### src/hubPkg.sv
/* shared types and sizing for the hub control core
   phase, frame-type, ack-code and owner enums, link-event and wishbone structs */

package hubPkg;

	// --------------------------------------------------
	// sizing
	// --------------------------------------------------

	// hub ram is 2048 words of 32 bits
	localparam int ramAddrW = 11;
	localparam int ramDataW = 32;
	// ksz8851 register data path
	localparam int regDataW = 16;
	// last counted cycle of a node wait
	localparam logic [11:0] timeoutLimit = 12'd4095;
	// node count minus one, up to 16 nodes
	localparam int nodeCountW = 4;

	// --------------------------------------------------
	// enums
	// --------------------------------------------------

	// procedural phase of the hub
	typedef enum logic [3:0] {
		phUninit     = 4'd0,
		phEthRecv    = 4'd1,
		phFwTransPc  = 4'd2,
		phFwTransBc  = 4'd3,
		phFwAckPc    = 4'd4,
		phFwAckBc    = 4'd5,
		phFwRecvPc   = 4'd6,
		phFwRecvBc   = 4'd7,
		phEthTransPc = 4'd8,
		phEthTransBc = 4'd9
	} hubPhaseT;

	// frame type decoded from the pc request
	typedef enum logic [1:0] {
		frNormal  = 2'd0,
		frBcWrite = 2'd1,
		frBcRead  = 2'd2,
		frNumNode = 2'd3
	} frameTypeT;

	// ieee 1394 ack codes returned by a node
	typedef enum logic [3:0] {
		ackDone = 4'h1,
		ackPend = 4'h2,
		ackData = 4'hD
	} ackCodeT;

	// which engine drives the ethernet register port
	typedef enum logic [1:0] {
		ownInit  = 2'd0,
		ownTrans = 2'd1,
		ownRecv  = 2'd2,
		ownIdle  = 2'd3
	} regOwnerT;

	// --------------------------------------------------
	// structs
	// --------------------------------------------------

	// one-cycle pulses from the link engines
	typedef struct packed {
		logic      initDone;
		logic      reqNew;
		logic      pcReqTxed;
		logic      bcReqTxed;
		logic      ackRxed;
		logic      respRxed;
		logic      bcRespRxed;
		logic      transDone;
		// held from reqNew to the next reqNew
		frameTypeT reqType;
		// only meaningful with ackRxed
		ackCodeT   ackResp;
	} linkEventT;

	// wishbone request toward the ethernet register port
	typedef struct packed {
		logic                cyc;
		logic                stb;
		logic                we;
		logic [7:0]          adr;
		logic [regDataW-1:0] dat;
		// single byte access when set
		logic                byteLen;
	} regWbReqT;

	// wishbone request toward hub ram port A
	typedef struct packed {
		logic                cyc;
		logic                stb;
		logic                we;
		logic [ramAddrW-1:0] adr;
		logic [ramDataW-1:0] dat;
	} ramWbReqT;

endpackage

### src/hubSequencer.sv
/* procedural sequencer of the hub
   phase FSM, node wait timeout and broadcast response counter */

module hubSequencer import hubPkg::*; (
	input  logic                  sysclk,
	input  logic                  RSTN,
	input  linkEventT             events,
	input  logic [nodeCountW-1:0] numNode,
	output hubPhaseT              phase
);

	// --------------------------------------------------
	// wait bookkeeping
	// --------------------------------------------------

	// cycles spent in the current node wait
	logic [$bits(timeoutLimit)-1:0] waitTimer;
	// broadcast responses seen so far
	logic [nodeCountW-1:0]          bcCount;
	hubPhaseT                       phaseNext;
	logic                           waitPhase;
	logic                           timedOut;
	logic                           bcLast;

	// only these phases run the timer
	assign waitPhase = (phase == phFwAckPc) || (phase == phFwAckBc) || (phase == phFwRecvPc);
	assign timedOut = waitPhase && (waitTimer == timeoutLimit);
	// pulse numNode+1 closes the broadcast read
	assign bcLast = events.bcRespRxed && (bcCount == numNode);

	// --------------------------------------------------
	// next phase
	// --------------------------------------------------

	always_comb begin
		phaseNext = phase;
		case (phase)
			// ethernet chip init
			phUninit: begin
				if (events.initDone) begin
					phaseNext = phEthRecv;
				end
			end
			// waiting for a pc frame
			phEthRecv: begin
				if (events.reqNew) begin
					case (events.reqType)
						frNormal:  phaseNext = phFwTransPc;
						frBcWrite: phaseNext = phFwTransPc;
						frBcRead:  phaseNext = phFwTransBc;
						default:   phaseNext = phEthRecv;
					endcase
				end
			end
			// pc request out on firewire
			phFwTransPc: begin
				if (events.pcReqTxed) begin
					// broadcast write gets no ack
					phaseNext = (events.reqType == frNormal) ? phFwAckPc : phEthRecv;
				end
			end
			phFwTransBc: begin
				if (events.bcReqTxed) begin
					phaseNext = phFwAckBc;
				end
			end
			// pending means read data follows
			phFwAckPc: begin
				if (events.ackRxed) begin
					phaseNext = (events.ackResp == ackPend) ? phFwRecvPc : phEthRecv;
				end else if (timedOut) begin
					phaseNext = phEthRecv;
				end
			end
			// broadcast read is acked with done
			phFwAckBc: begin
				if (events.ackRxed) begin
					phaseNext = (events.ackResp == ackDone) ? phFwRecvBc : phEthRecv;
				end else if (timedOut) begin
					phaseNext = phEthRecv;
				end
			end
			phFwRecvPc: begin
				if (events.respRxed) begin
					phaseNext = phEthTransPc;
				end else if (timedOut) begin
					phaseNext = phEthRecv;
				end
			end
			// one response per node
			phFwRecvBc: begin
				if (bcLast) begin
					phaseNext = phEthTransBc;
				end
			end
			// response back to the pc
			phEthTransPc, phEthTransBc: begin
				if (events.transDone) begin
					phaseNext = phEthRecv;
				end
			end
			default: phaseNext = phUninit;
		endcase
	end

	// --------------------------------------------------
	// state registers
	// --------------------------------------------------

	always_ff @(posedge sysclk or negedge RSTN) begin
		if (!RSTN) begin
			phase     <= phUninit;
			waitTimer <= '0;
			bcCount   <= '0;
		end else begin
			phase <= phaseNext;
			// restart on entry to every wait
			if (!waitPhase || (phaseNext != phase)) begin
				waitTimer <= '0;
			end else begin
				waitTimer <= waitTimer + 1'b1;
			end
			// count only inside the broadcast receive phase
			if ((phase != phFwRecvBc) || bcLast) begin
				bcCount <= '0;
			end else if (events.bcRespRxed) begin
				bcCount <= bcCount + 1'b1;
			end
		end
	end

endmodule
### config.mk
export PLATFORM = sky130hd
export DESIGN_NAME = hubSequencer
export DESIGN_NICKNAME = d
export VERILOG_FILES = /design/src/hubPkg.sv /design/src/hubSequencer.sv
export SDC_FILE = /design/constraint.sdc
export NUM_CORES = 1
export LEC_CHECK = 0
export ABC_CLOCK_PERIOD_IN_PS = 2400
export CAP_MARGIN = 20
export CORE_MARGIN = 5
export CORE_UTILIZATION = 35
export CTS_CLUSTER_DIAMETER = 50
export DETAILED_ROUTE_END_ITERATION = 7
export DONT_BUFFER_PORTS = 1
export SLEW_MARGIN = 25
export SYNTH_ARGS = -nofsm -noshare
export SYNTH_HDL_FRONTEND = slang
export SYNTH_SLANG_ARGS = --single-unit
export TNS_END_PERCENT = 1
### constraint.sdc
create_clock -name sysclk -period 2.4 [get_ports sysclk]
set_clock_uncertainty 0.2 [all_clocks]
set_input_delay 0.12 -clock sysclk [delete_from_list [all_inputs] [get_ports sysclk]]
set_output_delay 0.12 -clock sysclk [all_outputs]
set_load 0.02 [all_outputs]
Yosys cells after proc, flatten, opt, wreduce, memory -nomap -nowiden

Index checks and enable logic that the tools add are counted.

Mux-type cells: 18
Eq/ne operators: 17
Reduce and logical (&&, ||, !) cells: 12
Add/sub/neg operators: 2

Operators with widths:

| cell                                          | count |
|---|---|
| 2-to-1 mux 4 bit                              | 12 |
| case mux 4 bit (9 select lines)               | 1 |
| == test 4 x 3 -> 1 bit, second input constant | 4 |
| adder 12 x 1 -> 12 bit, second input constant | 1 |
| == test 12 bit, second input constant         | 1 |
| == test 4 x 2 -> 1 bit, second input constant | 3 |
| 2-to-1 mux 12 bit                             | 1 |
| 2-to-1 mux 3 bit                              | 3 |
| == test 4 x 1 -> 1 bit, second input constant | 2 |
| == test 4 bit, second input constant          | 2 |
| adder 4 x 1 -> 4 bit, second input constant   | 1 |
| == test 4 bit                                 | 1 |
| logical NOT 4 bit                             | 1 |
| logical OR 1 bit                              | 4 |
| != test 4 x 3 -> 1 bit, second input constant | 1 |
| != test 4 bit                                 | 1 |
| case mux 2 bit (2 select lines)               | 1 |
| OR reduction 2 bit                            | 2 |
| == test 2 x 1 -> 1 bit, second input constant | 1 |
| == test 2 bit, second input constant          | 1 |
| logical AND 1 bit                             | 2 |
| logical NOT 2 bit                             | 1 |
| nonzero test 2 bit                            | 1 |
| logical NOT 1 bit                             | 1 |

Register bits after elaboration: 20
Output and inout port bits: 4
Word-level logic and storage cells: 52
Bits of input ports: 20

Longest topological paths before layout

Gate-level depths: netlist (run 1).

Depth after elaboration: 10
Gate-level depth with buffers: 7
Mapped depth without buffers: 6

Worst setup path before layout (run 1)

No wires, ideal clock.

Path type: reg2reg
From: register phase[3]
To: register waitTimer[8]
Stages on the path, launching flop included: 7
Library setup time: 0.080 ns
Setup slack: 0.402 ns
Buffers on the path: 2
Period minus slack after synthesis: 1.998 ns
Arrival time: 1.718 ns
Required time: 2.120 ns
Cell sequence: dfrtp_1 > buf_6 > or3b_4 > a211o_1 > and3_4 > buf_6 > nor3b_2

Cells in the longest elaborated chain, start to end: 10
Elaborated cells on any way between the ends: 29
Classes of those cells: eq/ne: 10; mux: 12; reduce/logical: 7

RTL lines:

| element                                    | RTL line                                                   | RTL |
|---|---|---|
| start, declared                            | hubSequencer.sv:9                                          | `output hubPhaseT phase` |
| start signal, assigned                     | hubSequencer.sv:112                                        | `phase <= phUninit;` |
| start signal, assigned                     | hubSequencer.sv:116                                        | `phase <= phaseNext;` |
| == test 4 x 3 -> 1 bit                     | hubSequencer.sv:26, hubSequencer.sv:37                     |  |
| logical OR 1 bit (2 in a row)              | hubSequencer.sv:26                                         | `assign waitPhase = (phase == phFwAckPc) \|\| (phase == phFwAckBc) \|\| (phase == phFwRecvPc);` |
| logical AND 1 bit                          | hubSequencer.sv:27                                         | `assign timedOut = waitPhase && (waitTimer == timeoutLimit);` |
| 2-to-1 mux 4 bit                           | hubSequencer.sv:71, hubSequencer.sv:79, hubSequencer.sv:86 |  |
| 2-to-1 mux 4 bit, on equally long branches | hubSequencer.sv:84, hubSequencer.sv:69, hubSequencer.sv:77 |  |
| case mux 4 bit (9 select lines)            | hubSequencer.sv:37                                         | `case (phase)` |
| != test 4 bit                              | hubSequencer.sv:118                                        | `if (!waitPhase \|\| (phaseNext != phase)) begin` |
| logical OR 1 bit *                         | hubSequencer.sv:118                                        |  |
| 2-to-1 mux 12 bit *                        | hubSequencer.sv:118                                        |  |
| end signal, assigned                       | hubSequencer.sv:121                                        | `waitTimer <= waitTimer + 1'b1;` |
| end, declared                              | hubSequencer.sv:17                                         | `logic [$bits(timeoutLimit)-1:0] waitTimer;` |

Mark *: on every way between the ends. The rest lies on a longest branch, timed or not.
A chain may end at the register's enable or synchronous reset.

Worst setup path after layout (run 1)

From: register phase[0]
To: register phase[1]

Cells in the longest elaborated chain, start to end: 7
Elaborated cells on any way between the ends: 19
Classes of those cells: eq/ne: 9; mux: 5; reduce/logical: 5

RTL lines:

| element                                    | RTL line                                                   | RTL |
|---|---|---|
| == test 4 x 3 -> 1 bit                     | hubSequencer.sv:26, hubSequencer.sv:37                     |  |
| logical OR 1 bit (2 in a row)              | hubSequencer.sv:26                                         |  |
| logical AND 1 bit                          | hubSequencer.sv:27                                         |  |
| 2-to-1 mux 4 bit                           | hubSequencer.sv:71, hubSequencer.sv:79, hubSequencer.sv:86 |  |
| 2-to-1 mux 4 bit, on equally long branches | hubSequencer.sv:84, hubSequencer.sv:69, hubSequencer.sv:77 |  |
| case mux 4 bit (9 select lines) *          | hubSequencer.sv:37                                         |  |
| via phaseNext[1]                           | hubSequencer.sv:20                                         | `hubPhaseT phaseNext;` |

The timed path passes the listed nets; every way through them passes the cells marked *.

==> results of run 1 <==
## flip-flops by register name (all words and copies together) (netlist names)
signal / count
waitTimer: 12
bcCount: 4
phase: 4
## routing by layer
metal	vias to the layer above	GRT usage, %
met5	-	0
met3	3	4.30
met1	497	12.7
li1	530	-
met2	26	21.2
met4	0	2.34
## repair_timing
action                                  in CTS  in global routing
endpoints found under the setup margin       0                  0
buffers inserted                             0                  0
hold endpoints to repair                    28                 22
hold buffers                                14                  2
## cell type report
| cell class | instances | area, sq um |
|---|---|---|
| Sequential cell | 20 | 500 |
| Clock buffer | 4 | 36.3 |
| Tap cell | 46 | 57.6 |
| Inverter | 4 | 15.0 |
| Fill cell | 336 | 1900 |
| Timing Repair Buffer | 21 | 193 |
| Multi-Input combinational cell | 110 | 712 |
## per-stage QoR
| stage | hold WS (ns) | power [uW] | setup WS [ns] |
|---|---|---|---|
| 5_1_grt | 0.00746 | 1100 | 0.108 |
| 6_report | 0.0143 | 1030 | 0.230 |
| 3_3_place_gp | -0.375 | 779 | 0.406 |
| 3_5_place_dp | -0.375 | 789 | 0.312 |
| 2_1_floorplan | -0.376 | 704 | 0.402 |
| 4_1_cts | 0.0000227 | 1040 | 0.219 |
## critical path, delay by kind of cell, from the launching register on
kind / cells / cell delay [ns]
buf+inv: 3 / 0.83
compound gates: 1 / 0.17
simple gates: 3 / 0.38
flops: 1 / 0.46
## power by group
part | switching, uW | internal [uW]
clock | 103 | 92.6
combinational | 241 | 191
sequential | 42.2 | 364
total | 386 | 647
## path summary, 6_finish.rpt
kind                         startpoint  depth (start not counted)  slack (ns)           end
min reg2reg                waitTimer[0]                          1        0.34  waitTimer[0]
max in group asynchronous          RSTN                          2        1.59  waitTimer[6]
max reg2reg                    phase[0]                          7        0.23      phase[1]
min                           events[2]                          4        0.01      phase[1]
max                            phase[0]                          7        0.23      phase[1]
min in group asynchronous          RSTN                          2        0.08    bcCount[2]
## cell usage in the layout, fill, tap and decap left out, types with 2 or more instances in the layout
master,n
nor2_1,20
dfrtp_1,20
nand2_1,16
dlygate4sd3_1,15
xnor2_1,9
xor2_1,8
nand4_1,7
nand3_1,6
buf_4,5
inv_1,4
nor3_1,4
nor3b_1,4
nor3b_2,4
a31oi_1,3
o21ai_0,3
clkbuf_4,3
o31ai_1,2
a21oi_1,2
and4_1,2
ha_1,2
## kinds of logic after synthesis
family / count (synthesis) / synth area share (%)
flops: 20 / 39.4
mux: 1 / 0.788
xor+xnor: 17 / 11.7
buf+inv: 10 / 4.53
compound gates: 18 / 9.95
fa+ha+maj: 2 / 1.97
simple gates: 72 / 31.6
==> flow_summary.toml, run 1 <==
[yosys]
yosysSeqAreaShare_pct = 39.4
synth_warnings = 0
yosys_register_bits = 20
synth_nets = 162
synth_cells = 140
synthArstFlopShare_pct = 100
ys.flop_type = "dfrtp_1"
synth_area_leader_cell = "dfrtp_1"
synth_cell_types = 39
synth_area_sq_mm = 0.00127
netlist.area_leader.share_pct = 39.4
avgSynthCellArea_sq_um = 9.07
synth.area.top_cells = "dfrtp_1 39%, xnor2_1 6.2%, nor2_1 5.9%"
netlist_top_cells_count = "20 x dfrtp_1, 20 x nor2_1, 16 x nand2_1, 9 x xnor2_1, 8 x xor2_1"
synth-edff-count = 0

[timing]
worst_pin_slew_ns = 0.465
setup_tns_ns = 0
slew_violations = 0
period_needed_ns = 2.17
finalCritPeriodShare_pct = 90.4
max-slew-margin-rel_pct = 69.0
hold_violations = 0
fmax_mhz = 461
setup_viol = 0
rsz0062_at_grt = "no"

[cells_and_area]
post-route-util_pct = 44.3
design_area_sq_mm = 0.00151
drive_above_1_share_pct = 11.9
fin_nets = 182
num_antenna_cells = 0
fin_cells = 205
area_growth_syn_to_layout_pct = 19.2

[status]
outcome = "completed"

[drt]
met3_length_microns = 154
met1_length_microns = 1230
drtIter0Drc = 80
vias = 1056
wl_per_cell_microns = 14.0
drc_errors = 0
ant_nets = 0
dr.pass1.iters = 4
topRoutingLayerUsed = "met4"
routed-wl-met2_microns = 1480
viasPerCell = 5.15
drt-total-wl_microns = 2880

[cts]
cts_tree = "built"
numCtsBuffers = 3
cts_resized = 0
htree_levels = 1
clockBufferDepth = 2
clk_latency_ns = 0.30
cts_sinks = 20
clkSlewWorstSetupHoldPaths_ns = 0.11
cts_root_buf = "clkbuf_4"

[hold_path]
hp-class = "in -> reg"

[place]
place_inst = 185
gp_routability_congestion = 0.811
place_hpwl_microns = 2020
place_area_sq_mm = 0.00132
port_buffers = 0

[critical_path]
critPathKind = "reg -> reg"
crit_chain = "inv_1 > buf_4 > nand2_1 > and4_1 > a41oi_1 > dlygate4sd3_1 > nand4_1"
max_stage_delay_ns = 0.59
slowest_stage = "dlygate4sd3_1"
worst_setup_path_start_kind = "flop"
end_kind = "flop"
cp_data_arrival_time_ns = 2.16
required_ns = 2.39
cp_max_fo = 6

[floorplan]
fp-row-count = 21
core_area_sq_mm = 0.00342
start_util_pct = 37.2
die_w_microns = 70.2
die_h_microns = 70.2
ios = 24
dieArea_sq_mm = 0.00493

[global_route]
grtUsageTotal_pct = 11.6
grt_pass1_vias = 1090
antenna_found_initial = 0
grt_max_degree = 21
grt_pass1_wl_microns = 4740
grt_overflow = 0

[power_and_ir_drop]
powerDensity_mw_per_mm2 = 682
ir_drop_mv = 0.315
p_leak_uw = 0.000613

[flow_run]
drv_cap = 0
No activity file was read; power rests on OpenSTA's default activity.
==> inputs of run 2 (changes only) <==
--- a/config.mk
+++ b/config.mk
@@ -7,7 +7,6 @@
 export LEC_CHECK = 0
 export ABC_CLOCK_PERIOD_IN_PS = 2400
 export CAP_MARGIN = 20
-export CORE_MARGIN = 5
 export CORE_UTILIZATION = 35
 export CTS_CLUSTER_DIAMETER = 50
 export DETAILED_ROUTE_END_ITERATION = 7
==> run 2 against run 1 <==
Cell area down 0.99%. First-iteration DRC count up 11%. Routed wire length down 3.0%. Largest cell class unchanged. Global-route usage up 3.9 points. Critical path depth unchanged. Total power down 0.34%. Combinational power down 1%.
==> flow_summary.toml, run 2 (synthesis gave the netlist of run 1 again) <==
[status]
outcome = "completed"

[power_and_ir_drop]
swShare_pct = 37.4
seq_power_share_pct = 39.4
comb_power_share_pct = 41.4
powerDensity_mw_per_mm2 = 687
p_leak_uw = 0.000605
clkPwrFrac_pct = 19.2
p_int_uw = 645
p_sw_uw = 385
ir_drop_mv = 0.354
power_uw = 1030

[global_route]
grt_pass1_wl_microns = 4810
grtUsageTotal_pct = 15.5
grt_max_degree = 21
grt_pass1_vias = 1080
grt_overflow = 0
antenna_found_initial = 0

[critical_path]
worst_setup_path_start_kind = "flop"
critPathKind = "reg -> reg"
required_ns = 2.38
end_kind = "flop"
cp_data_arrival_time_ns = 2.14
cp_max_fo = 6

[timing]
setup_viol = 0
max-slew-margin-rel_pct = 37.6
setup_tns_ns = 0
fmax_mhz = 463
slew_violations = 0
finalCritPeriodShare_pct = 90.0
worst_pin_slew_ns = 0.933
hold_violations = 0
rsz0062_at_grt = "no"
hold_ws_ns = 0.00763
period_needed_ns = 2.16

[drt]
met1_length_microns = 1240
ant_nets = 0
viasPerCell = 5.27
routed-wl-met2_microns = 1390
met3_length_microns = 137
drc_errors = 0
drtIter0Drc = 89
wl_per_cell_microns = 13.8
dr.pass1.iters = 4
vias = 1070
drt-total-wl_microns = 2790
topRoutingLayerUsed = "met4"

[cts]
clockBufferDepth = 2
post-cts-setup-buffers = 0
numCtsBuffers = 3
hold_buffers = 14
cts_tree = "built"
cts_root_buf = "clkbuf_4"
clk_latency_ns = 0.30
cts_resized = 0
htree_levels = 1
cts_sinks = 20
clkSlewWorstSetupHoldPaths_ns = 0.12

[cells_and_area]
num_antenna_cells = 0
final_cell_mix = "20 x nor2_1, 20 x dfrtp_1, 16 x nand2_1"
largest_reg_flops = 12
drive_above_1_share_pct = 11.5
max_flop_register = "waitTimer"
nFillCells = 326
top_regs = "waitTimer x12, bcCount x4, phase x4"
multi_input_area_sq_um = 712
fin_nets = 180
register_area_sq_um = 500
area_growth_syn_to_layout_pct = 18.0

[floorplan]
core_area_sq_mm = 0.00342
dieArea_sq_mm = 0.00387
die_h_microns = 62.2
die_w_microns = 62.2
ios = 24
start_util_pct = 37.2
fp-row-count = 21

[place]
place_hpwl_microns = 1920
port_buffers = 0
gp_routability_congestion = 0.888

[hold_path]
hp-class = "in -> reg"

[flow_run]
drv_cap = 0
## run 2: cell types whose count changed in the layout (fill, tap and decap cells not counted)
cell	before	now
buf_2	1	0
dlygate4sd3_1	15	14
## run 2: path summary, 6_finish.rpt
path	startpoint	end	slack, ns	cells after the start
worst max-delay path	phase[0]	phase[1]	0.24	7
worst min-delay path	events[2]	phase[1]	0.008	4
worst max register to register	phase[0]	phase[1]	0.24	7
worst min register to register	waitTimer[0]	waitTimer[0]	0.33	1
max in group asynchronous	RSTN	waitTimer[2]	1.24	1
min in group asynchronous	RSTN	bcCount[3]	0.19	1
## run 2: power groups by stage
stage | clock [uW] | combinational (uW) | sequential [uW]
2_1_floorplan | 0 | 282 | 422
3_3_place_gp | 0 | 366 | 411
3_5_place_dp | 0 | 377 | 413
4_1_cts | 206 | 428 | 405
5_1_grt | 219 | 473 | 413
6_report | 197 | 427 | 406
## run 2: worst max-delay path, stage by stage, from the launching register on
cell           delay [ns]
dfrtp_1              0.47
inv_1                0.11
buf_4                0.14
nand2_1              0.08
and4_1               0.21
a41oi_1              0.17
dlygate4sd3_1        0.58
nand4_1              0.09
## run 2: cell type report
type,instances,share of cell area (%)
Multi-Input combinational cell,110,47.5
Sequential cell,20,33.4
Clock buffer,4,2.42
Timing Repair Buffer,19,11.9
Tap cell,46,3.84
Inverter,4,1.00
## run 2: through the flow
stage          cell area (sq um)  cells  worst slack [ns]  utilization, %
2_1_floorplan               1270    140             0.402               -
3_3_place_gp                1320    185             0.404            38.7
3_5_place_dp                1320    185             0.323            38.7
4_1_cts                     1500    203             0.227            43.9
5_1_grt                     1500    203             0.107            43.9
6_report                    1500    203             0.240            43.9
## run 2: metal layers
metal / vias up / GRT usage, %
li1: 529 / -
met4: 0 / 4.65
met1: 515 / 18.1
met3: 4 / 4.23
met5: - / 0
met2: 22 / 27.3
==> inputs of run 3 (changes only) <==
--- a/config.mk
+++ b/config.mk
@@ -11,6 +11,7 @@
 export CTS_CLUSTER_DIAMETER = 50
 export DETAILED_ROUTE_END_ITERATION = 7
 export DONT_BUFFER_PORTS = 1
+export MAX_ROUTING_LAYER = met4
 export SLEW_MARGIN = 25
 export SYNTH_ARGS = -nofsm -noshare
 export SYNTH_HDL_FRONTEND = slang
==> run 3 against run 2 <==
Die area unchanged. First-iteration DRC count decreased by 5.6%. Largest cell class unchanged. Count of clock-buffer cells in the layout unchanged. Critical path depth unchanged. Combinational power about the same.
==> flow_summary.toml, run 3 (synthesis gave the netlist of run 1 again) <==
[drt]
topRoutingLayerUsed = "met4"
viasPerCell = 5.27
vias = 1070
drc_errors = 0
met3_length_microns = 128
ant_nets = 0
dr.pass1.iters = 4
met1_length_microns = 1250
drt-total-wl_microns = 2780
wl_per_cell_microns = 13.7
routed-wl-met2_microns = 1380
drtIter0Drc = 84

[cells_and_area]
final_cell_mix = "20 x nor2_1, 20 x dfrtp_1, 16 x nand2_1"
area_growth_syn_to_layout_pct = 18.0
drive_above_1_share_pct = 11.5
fin_nets = 180
top_regs = "waitTimer x12, bcCount x4, phase x4"
design_area_sq_mm = 0.00150
largest_reg_flops = 12
num_antenna_cells = 0
post-route-util_pct = 43.9
max_flop_register = "waitTimer"

[timing]
rsz0062_at_grt = "no"
worst_pin_slew_ns = 0.933
finalCritPeriodShare_pct = 90.0
max-slew-margin-rel_pct = 37.6
slew_violations = 0
hold_ws_ns = 0.00713
hold_violations = 0
setup_viol = 0
setup_tns_ns = 0
fin_ws_ns = 0.240
period_needed_ns = 2.16
fmax_mhz = 463

[place]
gp_routability_congestion = 0.902
place_area_sq_mm = 0.00132
place_hpwl_microns = 1920
dp_slack_ns = 0.323
port_buffers = 0

[cts]
post-cts-setup-buffers = 0
clkSlewWorstSetupHoldPaths_ns = 0.12
cts_tree = "built"
clockBufferDepth = 2
htree_levels = 1
cts_root_buf = "clkbuf_4"
numCtsBuffers = 3
cts_sinks = 20
clk_latency_ns = 0.30

[global_route]
grt_max_degree = 21
antenna_found_initial = 0
grt_pass1_wl_microns = 4820
grt_overflow = 0
grtUsageTotal_pct = 15.9
grt_pass1_vias = 1077

[floorplan]
die_w_microns = 62.2
core_area_sq_mm = 0.00342
dieArea_sq_mm = 0.00387
fp-row-count = 21
die_h_microns = 62.2
start_util_pct = 37.2
ios = 24

[power_and_ir_drop]
ir_drop_mv = 0.352
seq_power_share_pct = 39.4
comb_power_share_pct = 41.5
swShare_pct = 37.3
p_int_uw = 645
powerDensity_mw_per_mm2 = 687
clkPwrFrac_pct = 19.1
p_leak_uw = 0.000605
p_sw_uw = 384

[critical_path]
required_ns = 2.38
cp_max_fo = 6
slowest_stage = "dlygate4sd3_1"
critPathKind = "reg -> reg"
cp_data_arrival_time_ns = 2.14
max_stage_delay_ns = 0.58
worst_setup_path_start_kind = "flop"
end_kind = "flop"
crit_chain = "inv_1 > buf_4 > nand2_1 > and4_1 > a41oi_1 > dlygate4sd3_1 > nand4_1"

[hold_path]
hp-class = "in -> reg"

[flow_run]
drv_cap = 0

[status]
outcome = "completed"
-- run 3: cell counts in the layout (fill, tap and decap cells not counted) --
No cell type changed its count.
-- run 3: worst paths after layout --
| path | from | slack, ns | cells past startpoint | to |
|---|---|---|---|---|
| min in group asynchronous | RSTN | 0.19 | 1 | bcCount[3] |
| worst min register to register | waitTimer[0] | 0.33 | 1 | waitTimer[0] |
| worst max register to register | phase[0] | 0.24 | 7 | phase[1] |
| worst max-delay path | phase[0] | 0.24 | 7 | phase[1] |
| max in group asynchronous | RSTN | 1.24 | 1 | waitTimer[2] |
| worst min-delay path | events[2] | 0.007 | 4 | phase[1] |
-- run 3: power groups by stage --
stage / clock network, uW / registers (uW) / logic (uW)
after floorplan: 0 / 422 / 282
after global routing: 219 / 413 / 473
after detailed placement: 0 / 413 / 377
after CTS: 206 / 405 / 428
after global placement: 0 / 411 / 366
final: 197 / 406 / 427
-- run 3: repair_timing --
item	4_1_cts	5_1_grt
gates resized for setup	0	0
setup endpoints to repair	0	0
endpoints found under the hold margin	28	0
hold buffers	14	0
-- run 3: per-layer routing --
layer | vias up | GRT usage, %
met3 | 4 | 4.23
met5 | - | -
met1 | 516 | 18.1
met4 | 0 | 4.65
li1 | 529 | -
met2 | 21 | 27.3
-- run 3: final cells by class --
cell class                 count  area [sq um]
inverter                       4          15.0
fill                         326          1920
clock buffer                   4          36.3
multi-input combinational    110           712
tap                           46          57.6
timing repair buffer          19           178
sequential                    20           500
-- run 3: worst max-delay path, delay by kind of cell (launching register included) --
family | cells | cell delay [ns]
DFF | 1 | 0.47
and+or+nand+nor | 3 | 0.38
AOI/OAI and AO/OA | 1 | 0.17
buffers and inverters | 3 | 0.83
-- run 3: stage by stage --
step / cells / total power, uW
after floorplan: 140 / 704
after global placement: 185 / 777
after detailed placement: 185 / 789
after CTS: 203 / 1040
after global routing: 203 / 1100
final: 203 / 1030
