==> src/hubPkg.sv <==
/* shared types and sizing for the hub control core
   phase, frame-type, ack-code and owner enums, link-event and wishbone structs */

package hubPkg;

	// --------------------------------------------------
	// sizing
	// --------------------------------------------------

	// hub ram is 2048 words of 32 bits
	localparam int ramAddrW = 11;
	localparam int ramDataW = 32;
	// ksz8851 register data path
	localparam int regDataW = 16;
	// last counted cycle of a node wait
	localparam logic [11:0] timeoutLimit = 12'd4095;
	// node count minus one, up to 16 nodes
	localparam int nodeCountW = 4;

	// --------------------------------------------------
	// enums
	// --------------------------------------------------

	// procedural phase of the hub
	typedef enum logic [3:0] {
		phUninit     = 4'd0,
		phEthRecv    = 4'd1,
		phFwTransPc  = 4'd2,
		phFwTransBc  = 4'd3,
		phFwAckPc    = 4'd4,
		phFwAckBc    = 4'd5,
		phFwRecvPc   = 4'd6,
		phFwRecvBc   = 4'd7,
		phEthTransPc = 4'd8,
		phEthTransBc = 4'd9
	} hubPhaseT;

	// frame type decoded from the pc request
	typedef enum logic [1:0] {
		frNormal  = 2'd0,
		frBcWrite = 2'd1,
		frBcRead  = 2'd2,
		frNumNode = 2'd3
	} frameTypeT;

	// ieee 1394 ack codes returned by a node
	typedef enum logic [3:0] {
		ackDone = 4'h1,
		ackPend = 4'h2,
		ackData = 4'hD
	} ackCodeT;

	// which engine drives the ethernet register port
	typedef enum logic [1:0] {
		ownInit  = 2'd0,
		ownTrans = 2'd1,
		ownRecv  = 2'd2,
		ownIdle  = 2'd3
	} regOwnerT;

	// --------------------------------------------------
	// structs
	// --------------------------------------------------

	// one-cycle pulses from the link engines
	typedef struct packed {
		logic      initDone;
		logic      reqNew;
		logic      pcReqTxed;
		logic      bcReqTxed;
		logic      ackRxed;
		logic      respRxed;
		logic      bcRespRxed;
		logic      transDone;
		// held from reqNew to the next reqNew
		frameTypeT reqType;
		// only meaningful with ackRxed
		ackCodeT   ackResp;
	} linkEventT;

	// wishbone request toward the ethernet register port
	typedef struct packed {
		logic                cyc;
		logic                stb;
		logic                we;
		logic [7:0]          adr;
		logic [regDataW-1:0] dat;
		// single byte access when set
		logic                byteLen;
	} regWbReqT;

	// wishbone request toward hub ram port A
	typedef struct packed {
		logic                cyc;
		logic                stb;
		logic                we;
		logic [ramAddrW-1:0] adr;
		logic [ramDataW-1:0] dat;
	} ramWbReqT;

endpackage

==> src/ethRegArbiter.sv <==
/* ethernet register bus arbiter
   owner decode, request mux, ack routing and ram port B select */

module ethRegArbiter import hubPkg::*; (
	input  hubPhaseT            phase,
	input  regWbReqT            initReq,
	input  regWbReqT            transReq,
	input  regWbReqT            recvReq,
	input  logic                regAck,
	input  logic [ramAddrW-1:0] initRamAdr,
	input  logic [ramAddrW-1:0] transRamAdr,
	input  logic [ramAddrW-1:0] recvRamAdr,
	input  logic                recvRamWe,
	output regWbReqT            regReq,
	output logic                initAck,
	output logic                transAck,
	output logic                recvAck,
	output logic [ramAddrW-1:0] ramBAdr,
	output logic                ramBWe
);

	regOwnerT owner;

	// owner from the sequencer phase
	always_comb begin
		case (phase)
			phUninit:                   owner = ownInit;
			phEthTransPc, phEthTransBc: owner = ownTrans;
			phEthRecv:                  owner = ownRecv;
			// firewire phases leave the port alone
			default:                    owner = ownIdle;
		endcase
	end

	// --------------------------------------------------
	// request and ram address select
	// --------------------------------------------------

	always_comb begin
		case (owner)
			ownInit: begin
				regReq  = initReq;
				ramBAdr = initRamAdr;
			end
			ownTrans: begin
				regReq  = transReq;
				ramBAdr = transRamAdr;
			end
			ownRecv: begin
				regReq  = recvReq;
				ramBAdr = recvRamAdr;
			end
			// no cycle on the bus
			default: begin
				regReq  = '0;
				ramBAdr = '0;
			end
		endcase
	end

	// ack only to the owner
	assign initAck  = regAck && (owner == ownInit);
	assign transAck = regAck && (owner == ownTrans);
	assign recvAck  = regAck && (owner == ownRecv);

	// receive engine fills the ram only while it owns the port
	assign ramBWe = recvRamWe && (owner == ownRecv);

endmodule

==> config.mk <==
export PLATFORM = sky130hd
export DESIGN_NAME = ethRegArbiter
export DESIGN_NICKNAME = d
export VERILOG_FILES = /design/src/hubPkg.sv /design/src/ethRegArbiter.sv
export SDC_FILE = /design/constraint.sdc
export NUM_CORES = 1
export LEC_CHECK = 0
export ABC_CLOCK_PERIOD_IN_PS = 1500
export BUFFER_PORTS_ARGS = -buffer_cell sky130_fd_sc_hd__buf_4
export CELL_PAD_IN_SITES_DETAIL_PLACEMENT = 1
export CELL_PAD_IN_SITES_GLOBAL_PLACEMENT = 1
export CORE_MARGIN = 2
export CORE_UTILIZATION = 22
export DETAILED_ROUTE_END_ITERATION = 12
export PLACE_DENSITY = 0.82
export SYNTH_ARGS = -nofsm -noshare
export SYNTH_HDL_FRONTEND = slang
export SYNTH_SLANG_ARGS = --single-unit
==> constraint.sdc <==
create_clock -name vclk -period 1.5
set_clock_uncertainty 0.2 [all_clocks]
set_input_delay 0.15 -clock vclk [all_inputs]
set_output_delay 0.15 -clock vclk [all_outputs]
set_load 0.02 [all_outputs]
-- Word level (Yosys, flattened, before mapping)
Cells that the tools add are included.
- output and inout port bits: 43
- input port bits: 123
- logic and storage cells: 15
- register bits after elaboration: 0
- equality and inequality tests: 5
- reductions and logical operators: 7
- mux-type cells: 3
- operators by type and width (operator ; count):
    $pmux W28 S3 ; 1
    $pmux W11 S3 ; 1
    $eq A4 B4 Y1 const B ; 2
    $pmux W2 S3 ; 1
    $eq A4 B1 Y1 const B ; 1
    $logic_and A1 B1 Y1 ; 4
    $logic_not A4 Y1 ; 1
    $eq A2 B1 Y1 const B ; 1
    $eq A2 B2 Y1 const B ; 1
    $logic_not A2 Y1 ; 1
    $reduce_or A2 Y1 ; 1

-- Depth between registers and ports, before layout
Gate-level depths: netlist of run 1.
- depth after elaboration: 5
- depth in mapped cells: 4
- depth with buffers taken out: 2

-- Worst setup path before layout of run 1
No wires, ideal clock.
- kind: input-to-output
- start point: in phase[0]
- end point: out regReq[0] (netlist bit)
- path buffers: 2
- data arrival time: 0.993 ns
- data required time: 1.150 ns
- setup slack: 0.157 ns
- stages: 4
- cells stage by stage: buf_6 -> buf_6 -> mux2_4 -> o211a_1
- RTL lines (what ; RTL line ; RTL):
    start, declared ; ethRegArbiter.sv:5 ; input hubPhaseT phase,
    end, declared ; ethRegArbiter.sv:14 ; output regWbReqT regReq,

==> load_flow_metrics.sql, run 1 <==
INSERT INTO impl_metrics (metric_group, metric, value, unit) VALUES
('run_status', 'outcome', 'completed', ''),
('timing', 'rsz_0062_raised_after_global_routing', 'false', ''),
('cells_and_area', 'layout_cell_share_with_drive_strength_beyond_1', '73.2', '%'),
('power_and_ir_drop', 'switching_part_of_the_total_power', '35.9', '%'),
('drt', 'drc', '0', ''),
('hold_path', 'worst_hold_path_type', 'in2out', ''),
('timing', 'final_hold_viol_count', '0', ''),
('critical_path', 'critical_path.max_fanout', '10', ''),
('synth', 'ys_seq_area_share', '0', '%'),
('critical_path', 'max_stage_delay', '0.30', 'ns'),
('synth', 'ys.warnings.count', '0', ''),
('grt', 'grt_overflow', '0', ''),
('timing', 'slew_viol_final', '0', ''),
('timing', 'timing.final.setup_violations', '0', ''),
('synth', 'post-synth-top-area-cell', 'sky130_fd_sc_hd__mux2_4', ''),
('placed_design', 'place_hpwl', '4750', 'um'),
('timing', 'maxSlewHeadroom', '76.1', '%'),
('floorplan', 'top_level_ports', '166', ''),
('critical_path', 'setup.worst_path.class', 'in2out', ''),
('power_and_ir_drop', 'static_power_due_to_leakage', '1.82', 'nW'),
('synth', 'synth.area.top_cells', 'sky130_fd_sc_hd__mux2_4 40%, sky130_fd_sc_hd__o211a_1 28%, sky130_fd_sc_hd__nand2b_1 18%', ''),
('cells_and_area', 'final.clkbuf_count', '0', ''),
('timing', 'post-route-min-period', '1.46', 'ns'),
('cells_and_area', 'seq_cells', '0', ''),
('cells_and_area', 'design.final.nets', '424', ''),
('power_and_ir_drop', 'cellPowerDensity', '282', 'mW/mm2'),
('timing', 'max_slew.worst_pin.slew', '0.355', 'ns'),
('power_and_ir_drop', 'power.sequential.fraction', '0', '%'),
('floorplan', 'floorplan.die_area', '0.00695', 'mm2'),
('drt', 'num_vias', '1793', ''),
('power_and_ir_drop', 'vdd_drop_max', '0.000121', 'V'),
('drt', 'drtIter0Drc', '21', ''),
('grt', 'antenna_found_initial', '0', ''),
('synth', 'synthesis.area_per_instance', '9.90', 'um2'),
('critical_path', 'worst_setup_path_start_kind', 'input pin', ''),
('drt', 'drt-vias-per-instance', '4.79', ''),
('critical_path', 'critical_path_cell_sequence', 'buf_8 > buf_12 > mux2_4 > o211a_1 > buf_4', ''),
('cells_and_area', 'fin_util', '48.0', '%'),
('cells_and_area', 'sequential_cell_area', '0', 'um2'),
('drt', 'drt_pass1_iterations', '4', ''),
('synth', 'yosys.cell_types.count', '13', ''),
('grt', 'globalRouteTotalUtil', '15.2', '%'),
('power_and_ir_drop', 'power_report.internal_total', '0.000520', 'W'),
('power_and_ir_drop', 'comb_power_share', '100.0', '%'),
('floorplan', 'chipHeight', '83.4', 'um'),
('drt', 'wl', '6160', 'um'),
('synth', 'mappedNetlistNets', '263', ''),
('grt', 'grt_first_pass_wirelength', '9150', 'um'),
('critical_path', 'worst-endpoint-required', '1.15', 'ns'),
('floorplan', 'initial_core_util', '23.1', '%'),
('cells_and_area', 'most_frequent_cells_in_the_layout', '144 x sky130_fd_sc_hd__buf_4, 39 x sky130_fd_sc_hd__mux2_4, 39 x sky130_fd_sc_hd__nand2b_1, 39 x sky130_fd_sc_hd__o211a_1, 24 x sky130_fd_sc_hd__buf_6', ''),
('grt', 'via_count_of_the_first_global_routing_pass', '1976', ''),
('critical_path', 'cp_data_arrival_time', '1.11', 'ns'),
('synth', 'syn-cell-area', '0.00139', 'mm2'),
('cells_and_area', 'n_antenna_cell', '0', ''),
('timing', 'setup_tns', '0', 'ns'),
('synth', 'yosysTopAreaCellShare', '40.1', '%'),
('placed_design', 'finalWeightedCongestion', '0.795', ''),
('critical_path', 'crit_path_top_delay_cell', 'sky130_fd_sc_hd__mux2_4', ''),
('drt', 'antenna_left', '0', ''),
('timing', 'fin_crit_sh', '97.0', '%'),
('clock_network', 'number_of_buffers_inserted_by_hold_repair_at_cts', '0', ''),
('clock_network', 'cts.repair_timing.setup_buffer_count', '0', ''),
('cells_and_area', 'layout_commonest_cell', 'sky130_fd_sc_hd__buf_4', ''),
('job', 'number_of_violations_of_the_max_capacitance_limit', '0', ''),
('floorplan', 'dieWidth', '83.4', 'um'),
('critical_path', 'cp-end-kind', 'output pin', ''),
('placed_design', 'numPortBuffers', '166', ''),
('grt', 'grt_start_max_net_pins', '45', ''),
('timing', 'max_freq', '687', 'MHz'),
('power_and_ir_drop', 'clock_power_share', '0', '%'),
('synth', 'netlist_instances', '140', ''),
('drt', 'post_drt_wl_per_cell', '16.5', 'um'),
('cells_and_area', 'areaGrowthSynthToFinish', '108', '%'),
('power_and_ir_drop', 'power.net_switching', '0.000291', 'W'),
('floorplan', 'num_rows', '28', ''),
('floorplan', 'core_area', '0.00599', 'mm2');
per-stage QoR:
stage / power, W / setup slack [ns] / instance area [um2] / cells / hold WS [ns]
after floorplan: 0.000387 / 0.157 / 1390 / 140 / 0.313
after global placement: 0.000737 / -0.0115 / 2690 / 370 / 0.457
after detailed placement: 0.000758 / -0.0264 / 2690 / 370 / 0.460
after CTS: 0.000788 / -0.0165 / 2780 / 370 / 0.460
after global routing: 0.000865 / 0.00705 / 2880 / 374 / 0.464
final: 0.000811 / 0.0450 / 2880 / 374 / 0.459
layer usage:
layer	share of wire, %	global-route usage, %	up-vias
met5	0	0	-
met4	0.63	0.894	0
met3	8.0	3.28	4
met2	55	30.9	91
met1	36	16.6	851
li1	-	-	847
layout make-up:
cell class	count	area, um2
multi-input cells	123	1260
well taps	75	93.8
repair buffers	176	1520
fillers	682	3110
worst paths after layout:
path	from	end	slack, ns	cells past startpoint
max	phase[0]	regReq[3]	0.04	5
min	recvRamWe	ramBWe	0.46	3
kinds of logic (layout without fill, tap and decap cells):
group                  Yosys count  after routing  synth area share (%)
buffers and inverters           17            176                  9.66
AOI/OAI and AO/OA               39             39                  28.2
muxes                           39             39                  41.7
and+or+nand+nor                 45             45                  20.5
synthesized netlist by cell type:
cell type	n
sky130_fd_sc_hd__clkbuf_1	7
sky130_fd_sc_hd__buf_6	2
sky130_fd_sc_hd__nand2b_1	39
sky130_fd_sc_hd__buf_2	5
sky130_fd_sc_hd__buf_12	3
sky130_fd_sc_hd__nor3_1	1
sky130_fd_sc_hd__and3_1	1
sky130_fd_sc_hd__o211a_1	39
sky130_fd_sc_hd__and3_2	2
sky130_fd_sc_hd__and3b_2	1
sky130_fd_sc_hd__mux2_2	2
sky130_fd_sc_hd__mux2_4	37
sky130_fd_sc_hd__nor2_1	1
critical path: cells and delay by family:
kind,cells,cell delay [ns]
compound gates,1,0.21
mux,1,0.30
buf+inv,3,0.44
power by group through the flow:
stage               clock network [W]  registers, W  logic (W)
floorplan                           0             0   0.000387
global placement                    0             0   0.000737
detailed placement                  0             0   0.000758
CTS                                 0             0   0.000788
global route                        0             0   0.000865
finish                              0             0   0.000811
what timing repair did:
item	in CTS	in global routing
resized for setup	25	2
hold endpoints to repair	0	0
cloned	0	4
setup endpoints to repair	25	26
Note: power is estimated with default switching activity, not from simulation.
==> run 2: changes to the inputs <==
--- a/config.mk
+++ b/config.mk
@@ -6,7 +6,7 @@
 export NUM_CORES = 1
 export LEC_CHECK = 0
 export ABC_CLOCK_PERIOD_IN_PS = 1500
-export BUFFER_PORTS_ARGS = -buffer_cell sky130_fd_sc_hd__buf_4
+export BUFFER_PORTS_ARGS = -buffer_cell sky130_fd_sc_hd__buf_2
 export CELL_PAD_IN_SITES_DETAIL_PLACEMENT = 1
 export CELL_PAD_IN_SITES_GLOBAL_PLACEMENT = 1
 export CORE_MARGIN = 2
==> run 2 against run 1 <==
Net effect: setup slack worse by 0.0022 ns; total power shrank 19%; utilization shrank 8.5 points; maximum frequency fell by 0.15%; combinational power down 19%; critical endpoint is now regReq[7]; largest cell class is now multi-input gates.
==> load_flow_metrics.sql, run 2 (same netlist as run 1, synthesis figures left out) <==
INSERT INTO impl_metrics (metric_group, metric, value, unit) VALUES
('timing', 'maxSlewHeadroom', '79.0', '%'),
('timing', 'timing.final.setup_violations', '0', ''),
('floorplan', 'chipHeight', '83.4', 'um'),
('clock_network', 'number_of_buffers_inserted_by_hold_repair_at_cts', '0', ''),
('drt', 'drt_pass1_iterations', '4', ''),
('cells_and_area', 'n_antenna_cell', '0', ''),
('timing', 'post-route-min-period', '1.46', 'ns'),
('floorplan', 'floorplan.die_area', '0.00695', 'mm2'),
('power_and_ir_drop', 'cellPowerDensity', '278', 'mW/mm2'),
('grt', 'grt_first_pass_wirelength', '8650', 'um'),
('grt', 'grt_start_max_net_pins', '43', ''),
('placed_design', 'finalWeightedCongestion', '0.742', ''),
('cells_and_area', 'seq_cells', '0', ''),
('drt', 'drc', '0', ''),
('critical_path', 'worst_setup_path_start_kind', 'input pin', ''),
('critical_path', 'setup.worst_path.class', 'in2out', ''),
('cells_and_area', 'most_frequent_cells_in_the_layout', '165 x sky130_fd_sc_hd__buf_2, 39 x sky130_fd_sc_hd__nand2b_1, 39 x sky130_fd_sc_hd__o211a_1, 37 x sky130_fd_sc_hd__mux2_4, 5 x sky130_fd_sc_hd__buf_12', ''),
('cells_and_area', 'layout_commonest_cell', 'sky130_fd_sc_hd__buf_2', ''),
('floorplan', 'core_area', '0.00599', 'mm2'),
('power_and_ir_drop', 'vdd_drop_max', '0.000108', 'V'),
('drt', 'post_drt_wl_per_cell', '14.6', 'um'),
('cells_and_area', 'design.final.nets', '423', ''),
('cells_and_area', 'sequential_cell_area', '0', 'um2'),
('drt', 'num_vias', '1768', ''),
('run_status', 'outcome', 'completed', ''),
('timing', 'fin_hold_ws', '0.481', 'ns'),
('drt', 'drt-vias-per-instance', '4.74', ''),
('critical_path', 'critical_path.max_fanout', '10', ''),
('placed_design', 'place_hpwl', '4290', 'um'),
('placed_design', 'pre_cts_ws', '-0.0605', 'ns'),
('floorplan', 'top_level_ports', '166', ''),
('cells_and_area', 'final.clkbuf_count', '0', ''),
('grt', 'use_met1', '16.7', '%'),
('timing', 'rsz_0062_raised_after_global_routing', 'false', ''),
('grt', 'use_met2', '28.3', '%'),
('critical_path', 'crit_path_top_delay_cell', 'sky130_fd_sc_hd__mux2_2', ''),
('timing', 'final_hold_viol_count', '0', ''),
('grt', 'globalRouteTotalUtil', '14.3', '%'),
('drt', 'antenna_left', '0', ''),
('critical_path', 'cp.buffers_inverters', '3', ''),
('critical_path', 'critical_path_cell_sequence', 'buf_12 > buf_12 > mux2_2 > o211a_1 > buf_2', ''),
('placed_design', 'post-place-cells', '370', ''),
('critical_path', 'max_stage_delay', '0.34', 'ns'),
('cells_and_area', 'finished_cell_area', '0.00237', 'mm2'),
('clock_network', 'cts.repair_timing.setup_buffer_count', '0', ''),
('cells_and_area', 'layout_cell_share_with_drive_strength_beyond_1', '73.2', '%'),
('timing', 'fin_crit_sh', '97.1', '%'),
('power_and_ir_drop', 'static_power_due_to_leakage', '1.67', 'nW'),
('grt', 'globalRoute.busiestLayer', 'met2', ''),
('grt', 'grt_overflow', '0', ''),
('timing', 'final.setup.worst_slack', '0.0428', 'ns'),
('cells_and_area', 'areaGrowthSynthToFinish', '70.9', '%'),
('floorplan', 'dieWidth', '83.4', 'um'),
('critical_path', 'cp-end-kind', 'output pin', ''),
('timing', 'max_freq', '686', 'MHz'),
('grt', 'via_count_of_the_first_global_routing_pass', '1821', ''),
('grt', 'met3_usage', '1.99', '%'),
('critical_path', 'cp_data_arrival_time', '1.11', 'ns'),
('hold_path', 'worst_hold_path_type', 'in2out', ''),
('critical_path', 'worst-endpoint-required', '1.15', 'ns'),
('critical_path', 'timing.critical_path.mode_cell', 'sky130_fd_sc_hd__buf_12', ''),
('critical_path', 'critical_path.top_delay_family', 'buffers and inverters', ''),
('cells_and_area', 'post_route_insts_no_fill', '373', ''),
('timing', 'max_slew.worst_pin.slew', '0.313', 'ns'),
('grt', 'antenna_found_initial', '0', ''),
('job', 'number_of_violations_of_the_max_capacitance_limit', '0', ''),
('drt', 'drtIter0Drc', '22', ''),
('drt', 'wl', '5450', 'um'),
('cells_and_area', 'fin_util', '39.6', '%'),
('placed_design', 'numPortBuffers', '166', ''),
('placed_design', 'placed_area', '0.00227', 'mm2'),
('floorplan', 'initial_core_util', '23.1', '%'),
('floorplan', 'num_rows', '28', ''),
('timing', 'slew_viol_final', '0', '');
==> run 2: cell types whose count changed in the layout (fill, tap and decap cells not counted) <==
cell                        before  now
sky130_fd_sc_hd__buf_8           1    0
sky130_fd_sc_hd__buf_12          4    5
sky130_fd_sc_hd__mux2_2          0    2
sky130_fd_sc_hd__buf_2           0  165
sky130_fd_sc_hd__clkbuf_16       3    1
sky130_fd_sc_hd__buf_16          0    2
sky130_fd_sc_hd__mux2_4         39   37
sky130_fd_sc_hd__buf_6          24    0
sky130_fd_sc_hd__buf_4         144    2
==> run 2: layout make-up <==
type / count / area (um2)
Fill cell: 757 / 3620
Multi-Input combinational cell: 123 / 1250
Tap cell: 75 / 93.8
Timing Repair Buffer: 175 / 1020
==> run 2: where the power goes <==
group          switching, W  total (W)  internal (W)
Sequential                0          0             0
Combinational      0.000277   0.000658      0.000381
Clock                     0          0             0
Total              0.000277   0.000658      0.000381
==> run 2: what timing repair did <==
action                     CTS  global route
setup endpoints to repair   35            10
pin swaps                    0             0
gates resized for setup      5             1
cloned                       2             1
==> run 2: routing by layer <==
| layer | wire length [um] | vias up |
|---|---|---|
| met5 | 0 | - |
| met4 | 60 | 0 |
| met2 | 2820 | 96 |
| met1 | 2160 | 821 |
| li1 | - | 845 |
| met3 | 413 | 6 |
==> run 2: metrics by stage <==
stage                     setup TNS [ns]  power (W)
after floorplan                        0   0.000387
after global placement            -0.646   0.000612
after detailed placement           -1.15   0.000632
after CTS                              0   0.000660
after global routing                   0   0.000713
final                                  0   0.000658
==> run 2: tightest hold or removal path: stages <==
cell	delay [ns]
sky130_fd_sc_hd__buf_2	0.07
sky130_fd_sc_hd__and3_2	0.16
sky130_fd_sc_hd__buf_2	0.15
==> run 2: path summary, 6_finish.rpt <==
check              endpoint  cells past startpoint  slack (ns)       from
hold / removal       ramBWe                      3        0.48  recvRamWe
setup / recovery  regReq[7]                      5        0.04   phase[0]
==> run 3: changes to the inputs <==
--- a/config.mk
+++ b/config.mk
@@ -12,7 +12,7 @@
 export CORE_MARGIN = 2
 export CORE_UTILIZATION = 22
 export DETAILED_ROUTE_END_ITERATION = 12
-export PLACE_DENSITY = 0.82
+export PLACE_DENSITY_LB_ADDON = 0.1
 export SYNTH_ARGS = -nofsm -noshare
 export SYNTH_HDL_FRONTEND = slang
 export SYNTH_SLANG_ARGS = --single-unit
==> run 3 against run 2 <==
Net effect: count of clock-buffer cells in the layout did not move; sequential cell count did not move; via count is 3.1% lower; worst hold slack worse by 0.0012 ns; sequential share of layout area did not move; final cell count unchanged; critical endpoint unchanged; largest power group unchanged.
==> load_flow_metrics.sql, run 3 (same netlist as run 1, synthesis figures left out) <==
INSERT INTO impl_metrics (metric_group, metric, value, unit) VALUES
('run_status', 'outcome', 'completed', ''),
('clock_network', 'number_of_buffers_inserted_by_hold_repair_at_cts', '0', ''),
('timing', 'maxSlewHeadroom', '83.5', '%'),
('critical_path', 'worstSetupStartpoint', 'phase[0]', ''),
('cells_and_area', 'most_frequent_cells_in_the_layout', '165 x sky130_fd_sc_hd__buf_2, 39 x sky130_fd_sc_hd__nand2b_1, 39 x sky130_fd_sc_hd__o211a_1, 37 x sky130_fd_sc_hd__mux2_4, 5 x sky130_fd_sc_hd__buf_12', ''),
('floorplan', 'top_level_ports', '166', ''),
('cells_and_area', 'areaGrowthSynthToFinish', '69.7', '%'),
('placed_design', 'place_hpwl', '4290', 'um'),
('timing', 'timing.final.setup_violations', '0', ''),
('critical_path', 'critical_path.max_fanout', '12', ''),
('drt', 'drtIter0Drc', '20', ''),
('cells_and_area', 'post_route_insts_no_fill', '373', ''),
('job', 'number_of_violations_of_the_max_capacitance_limit', '0', ''),
('timing', 'final.setup.worst_slack', '0.0294', 'ns'),
('timing', 'max_freq', '680', 'MHz'),
('cells_and_area', 'sequential_cell_area', '0', 'um2'),
('grt', 'grt_first_pass_wirelength', '8690', 'um'),
('cells_and_area', 'design.final.nets', '423', ''),
('grt', 'use_met1', '17.7', '%'),
('placed_design', 'numPortBuffers', '166', ''),
('cells_and_area', 'seq_cells', '0', ''),
('grt', 'met3_usage', '2.49', '%'),
('floorplan', 'num_rows', '28', ''),
('grt', 'grt_start_max_net_pins', '45', ''),
('grt', 'grt_overflow', '0', ''),
('grt', 'antenna_found_initial', '0', ''),
('hold_path', 'worst_hold_path_type', 'in2out', ''),
('drt', 'drc', '0', ''),
('cells_and_area', 'layout_cell_share_with_drive_strength_beyond_1', '73.2', '%'),
('cells_and_area', 'finished_cell_area', '0.00235', 'mm2'),
('critical_path', 'cp_data_arrival_time', '1.12', 'ns'),
('critical_path', 'cp-end-kind', 'output pin', ''),
('floorplan', 'chipHeight', '83.4', 'um'),
('cells_and_area', 'fin_util', '39.3', '%'),
('cells_and_area', 'final.clkbuf_count', '0', ''),
('placed_design', 'finalWeightedCongestion', '0.709', ''),
('timing', 'fin_crit_sh', '98.0', '%'),
('timing', 'max_slew.worst_pin.slew', '0.246', 'ns'),
('grt', 'use_met2', '27.2', '%'),
('critical_path', 'worst_setup_path_start_kind', 'input pin', ''),
('placed_design', 'pre_cts_ws', '-0.0705', 'ns'),
('cells_and_area', 'multi_input_comb_area', '0.00125', 'mm2'),
('cells_and_area', 'layout_commonest_cell', 'sky130_fd_sc_hd__buf_2', ''),
('drt', 'num_vias', '1714', ''),
('drt', 'wl', '5370', 'um'),
('timing', 'post-route-min-period', '1.47', 'ns'),
('hold_path', 'min-delay-start', 'recvRamWe', ''),
('timing', 'rsz_0062_raised_after_global_routing', 'false', ''),
('floorplan', 'core_area', '0.00599', 'mm2'),
('placed_design', 'placed_area', '0.00228', 'mm2'),
('critical_path', 'setup.worst_path.class', 'in2out', ''),
('floorplan', 'initial_core_util', '23.1', '%'),
('drt', 'drt-vias-per-instance', '4.60', ''),
('grt', 'globalRoute.busiestLayer', 'met2', ''),
('drt', 'drt_pass1_iterations', '4', ''),
('grt', 'globalRouteTotalUtil', '14.4', '%'),
('timing', 'final_hold_viol_count', '0', ''),
('power_and_ir_drop', 'vdd_drop_max', '0.000119', 'V'),
('placed_design', 'post-place-cells', '371', ''),
('cells_and_area', 'n_antenna_cell', '0', ''),
('floorplan', 'floorplan.die_area', '0.00695', 'mm2'),
('floorplan', 'dieWidth', '83.4', 'um'),
('drt', 'antenna_left', '0', ''),
('power_and_ir_drop', 'static_power_due_to_leakage', '1.67', 'nW'),
('grt', 'via_count_of_the_first_global_routing_pass', '1862', ''),
('power_and_ir_drop', 'cellPowerDensity', '275', 'mW/mm2'),
('cells_and_area', 'n_fill_cell', '764', ''),
('critical_path', 'worst-endpoint-required', '1.15', 'ns'),
('drt', 'post_drt_wl_per_cell', '14.4', 'um'),
('timing', 'slew_viol_final', '0', '');
run 3: final timing paths:
path | endpoint | slack (ns) | cells after the start
max | regReq[7] | 0.03 | 5
min | ramBWe | 0.48 | 3
run 3: final cells by class:
class | count | share of cell area, %
Tap cell | 75 | 3.99
Timing Repair Buffer | 175 | 42.7
Multi-Input combinational cell | 123 | 53.4
run 3: metrics by stage:
stage | power (W) | TNS (ns) | hold slack (ns)
after floorplan | 0.000387 | 0 | 0.313
final | 0.000646 | 0 | 0.480
after global routing | 0.000704 | 0 | 0.515
after global placement | 0.000624 | -0.578 | 0.477
after CTS | 0.000657 | 0 | 0.483
after detailed placement | 0.000630 | -0.797 | 0.483
run 3: report_power, final:
part	switching, W	internal [W]	total (W)	leakage [nW]
Sequential	0	0	0	0
Clock	0	0	0	0
Combinational	0.000269	0.000377	0.000646	1.67
run 3: timing repair:
item                                   CTS  global route
setup endpoints to repair               38             0
endpoints found under the hold margin    0             0
buffers inserted                         0             0
resized for setup                        6             0
run 3: worst max-delay path, cell delays in order:
cell                      delay (ns)
sky130_fd_sc_hd__buf_12         0.11
sky130_fd_sc_hd__buf_12         0.16
sky130_fd_sc_hd__mux2_2         0.35
sky130_fd_sc_hd__o211a_1        0.20
sky130_fd_sc_hd__buf_2          0.15
run 3: routing by layer:
layer | up-vias | share of wire, %
met3 | 2 | 8.2
met4 | 0 | 0.35
met1 | 779 | 41
met5 | - | 0
met2 | 89 | 50
li1 | 844 | -
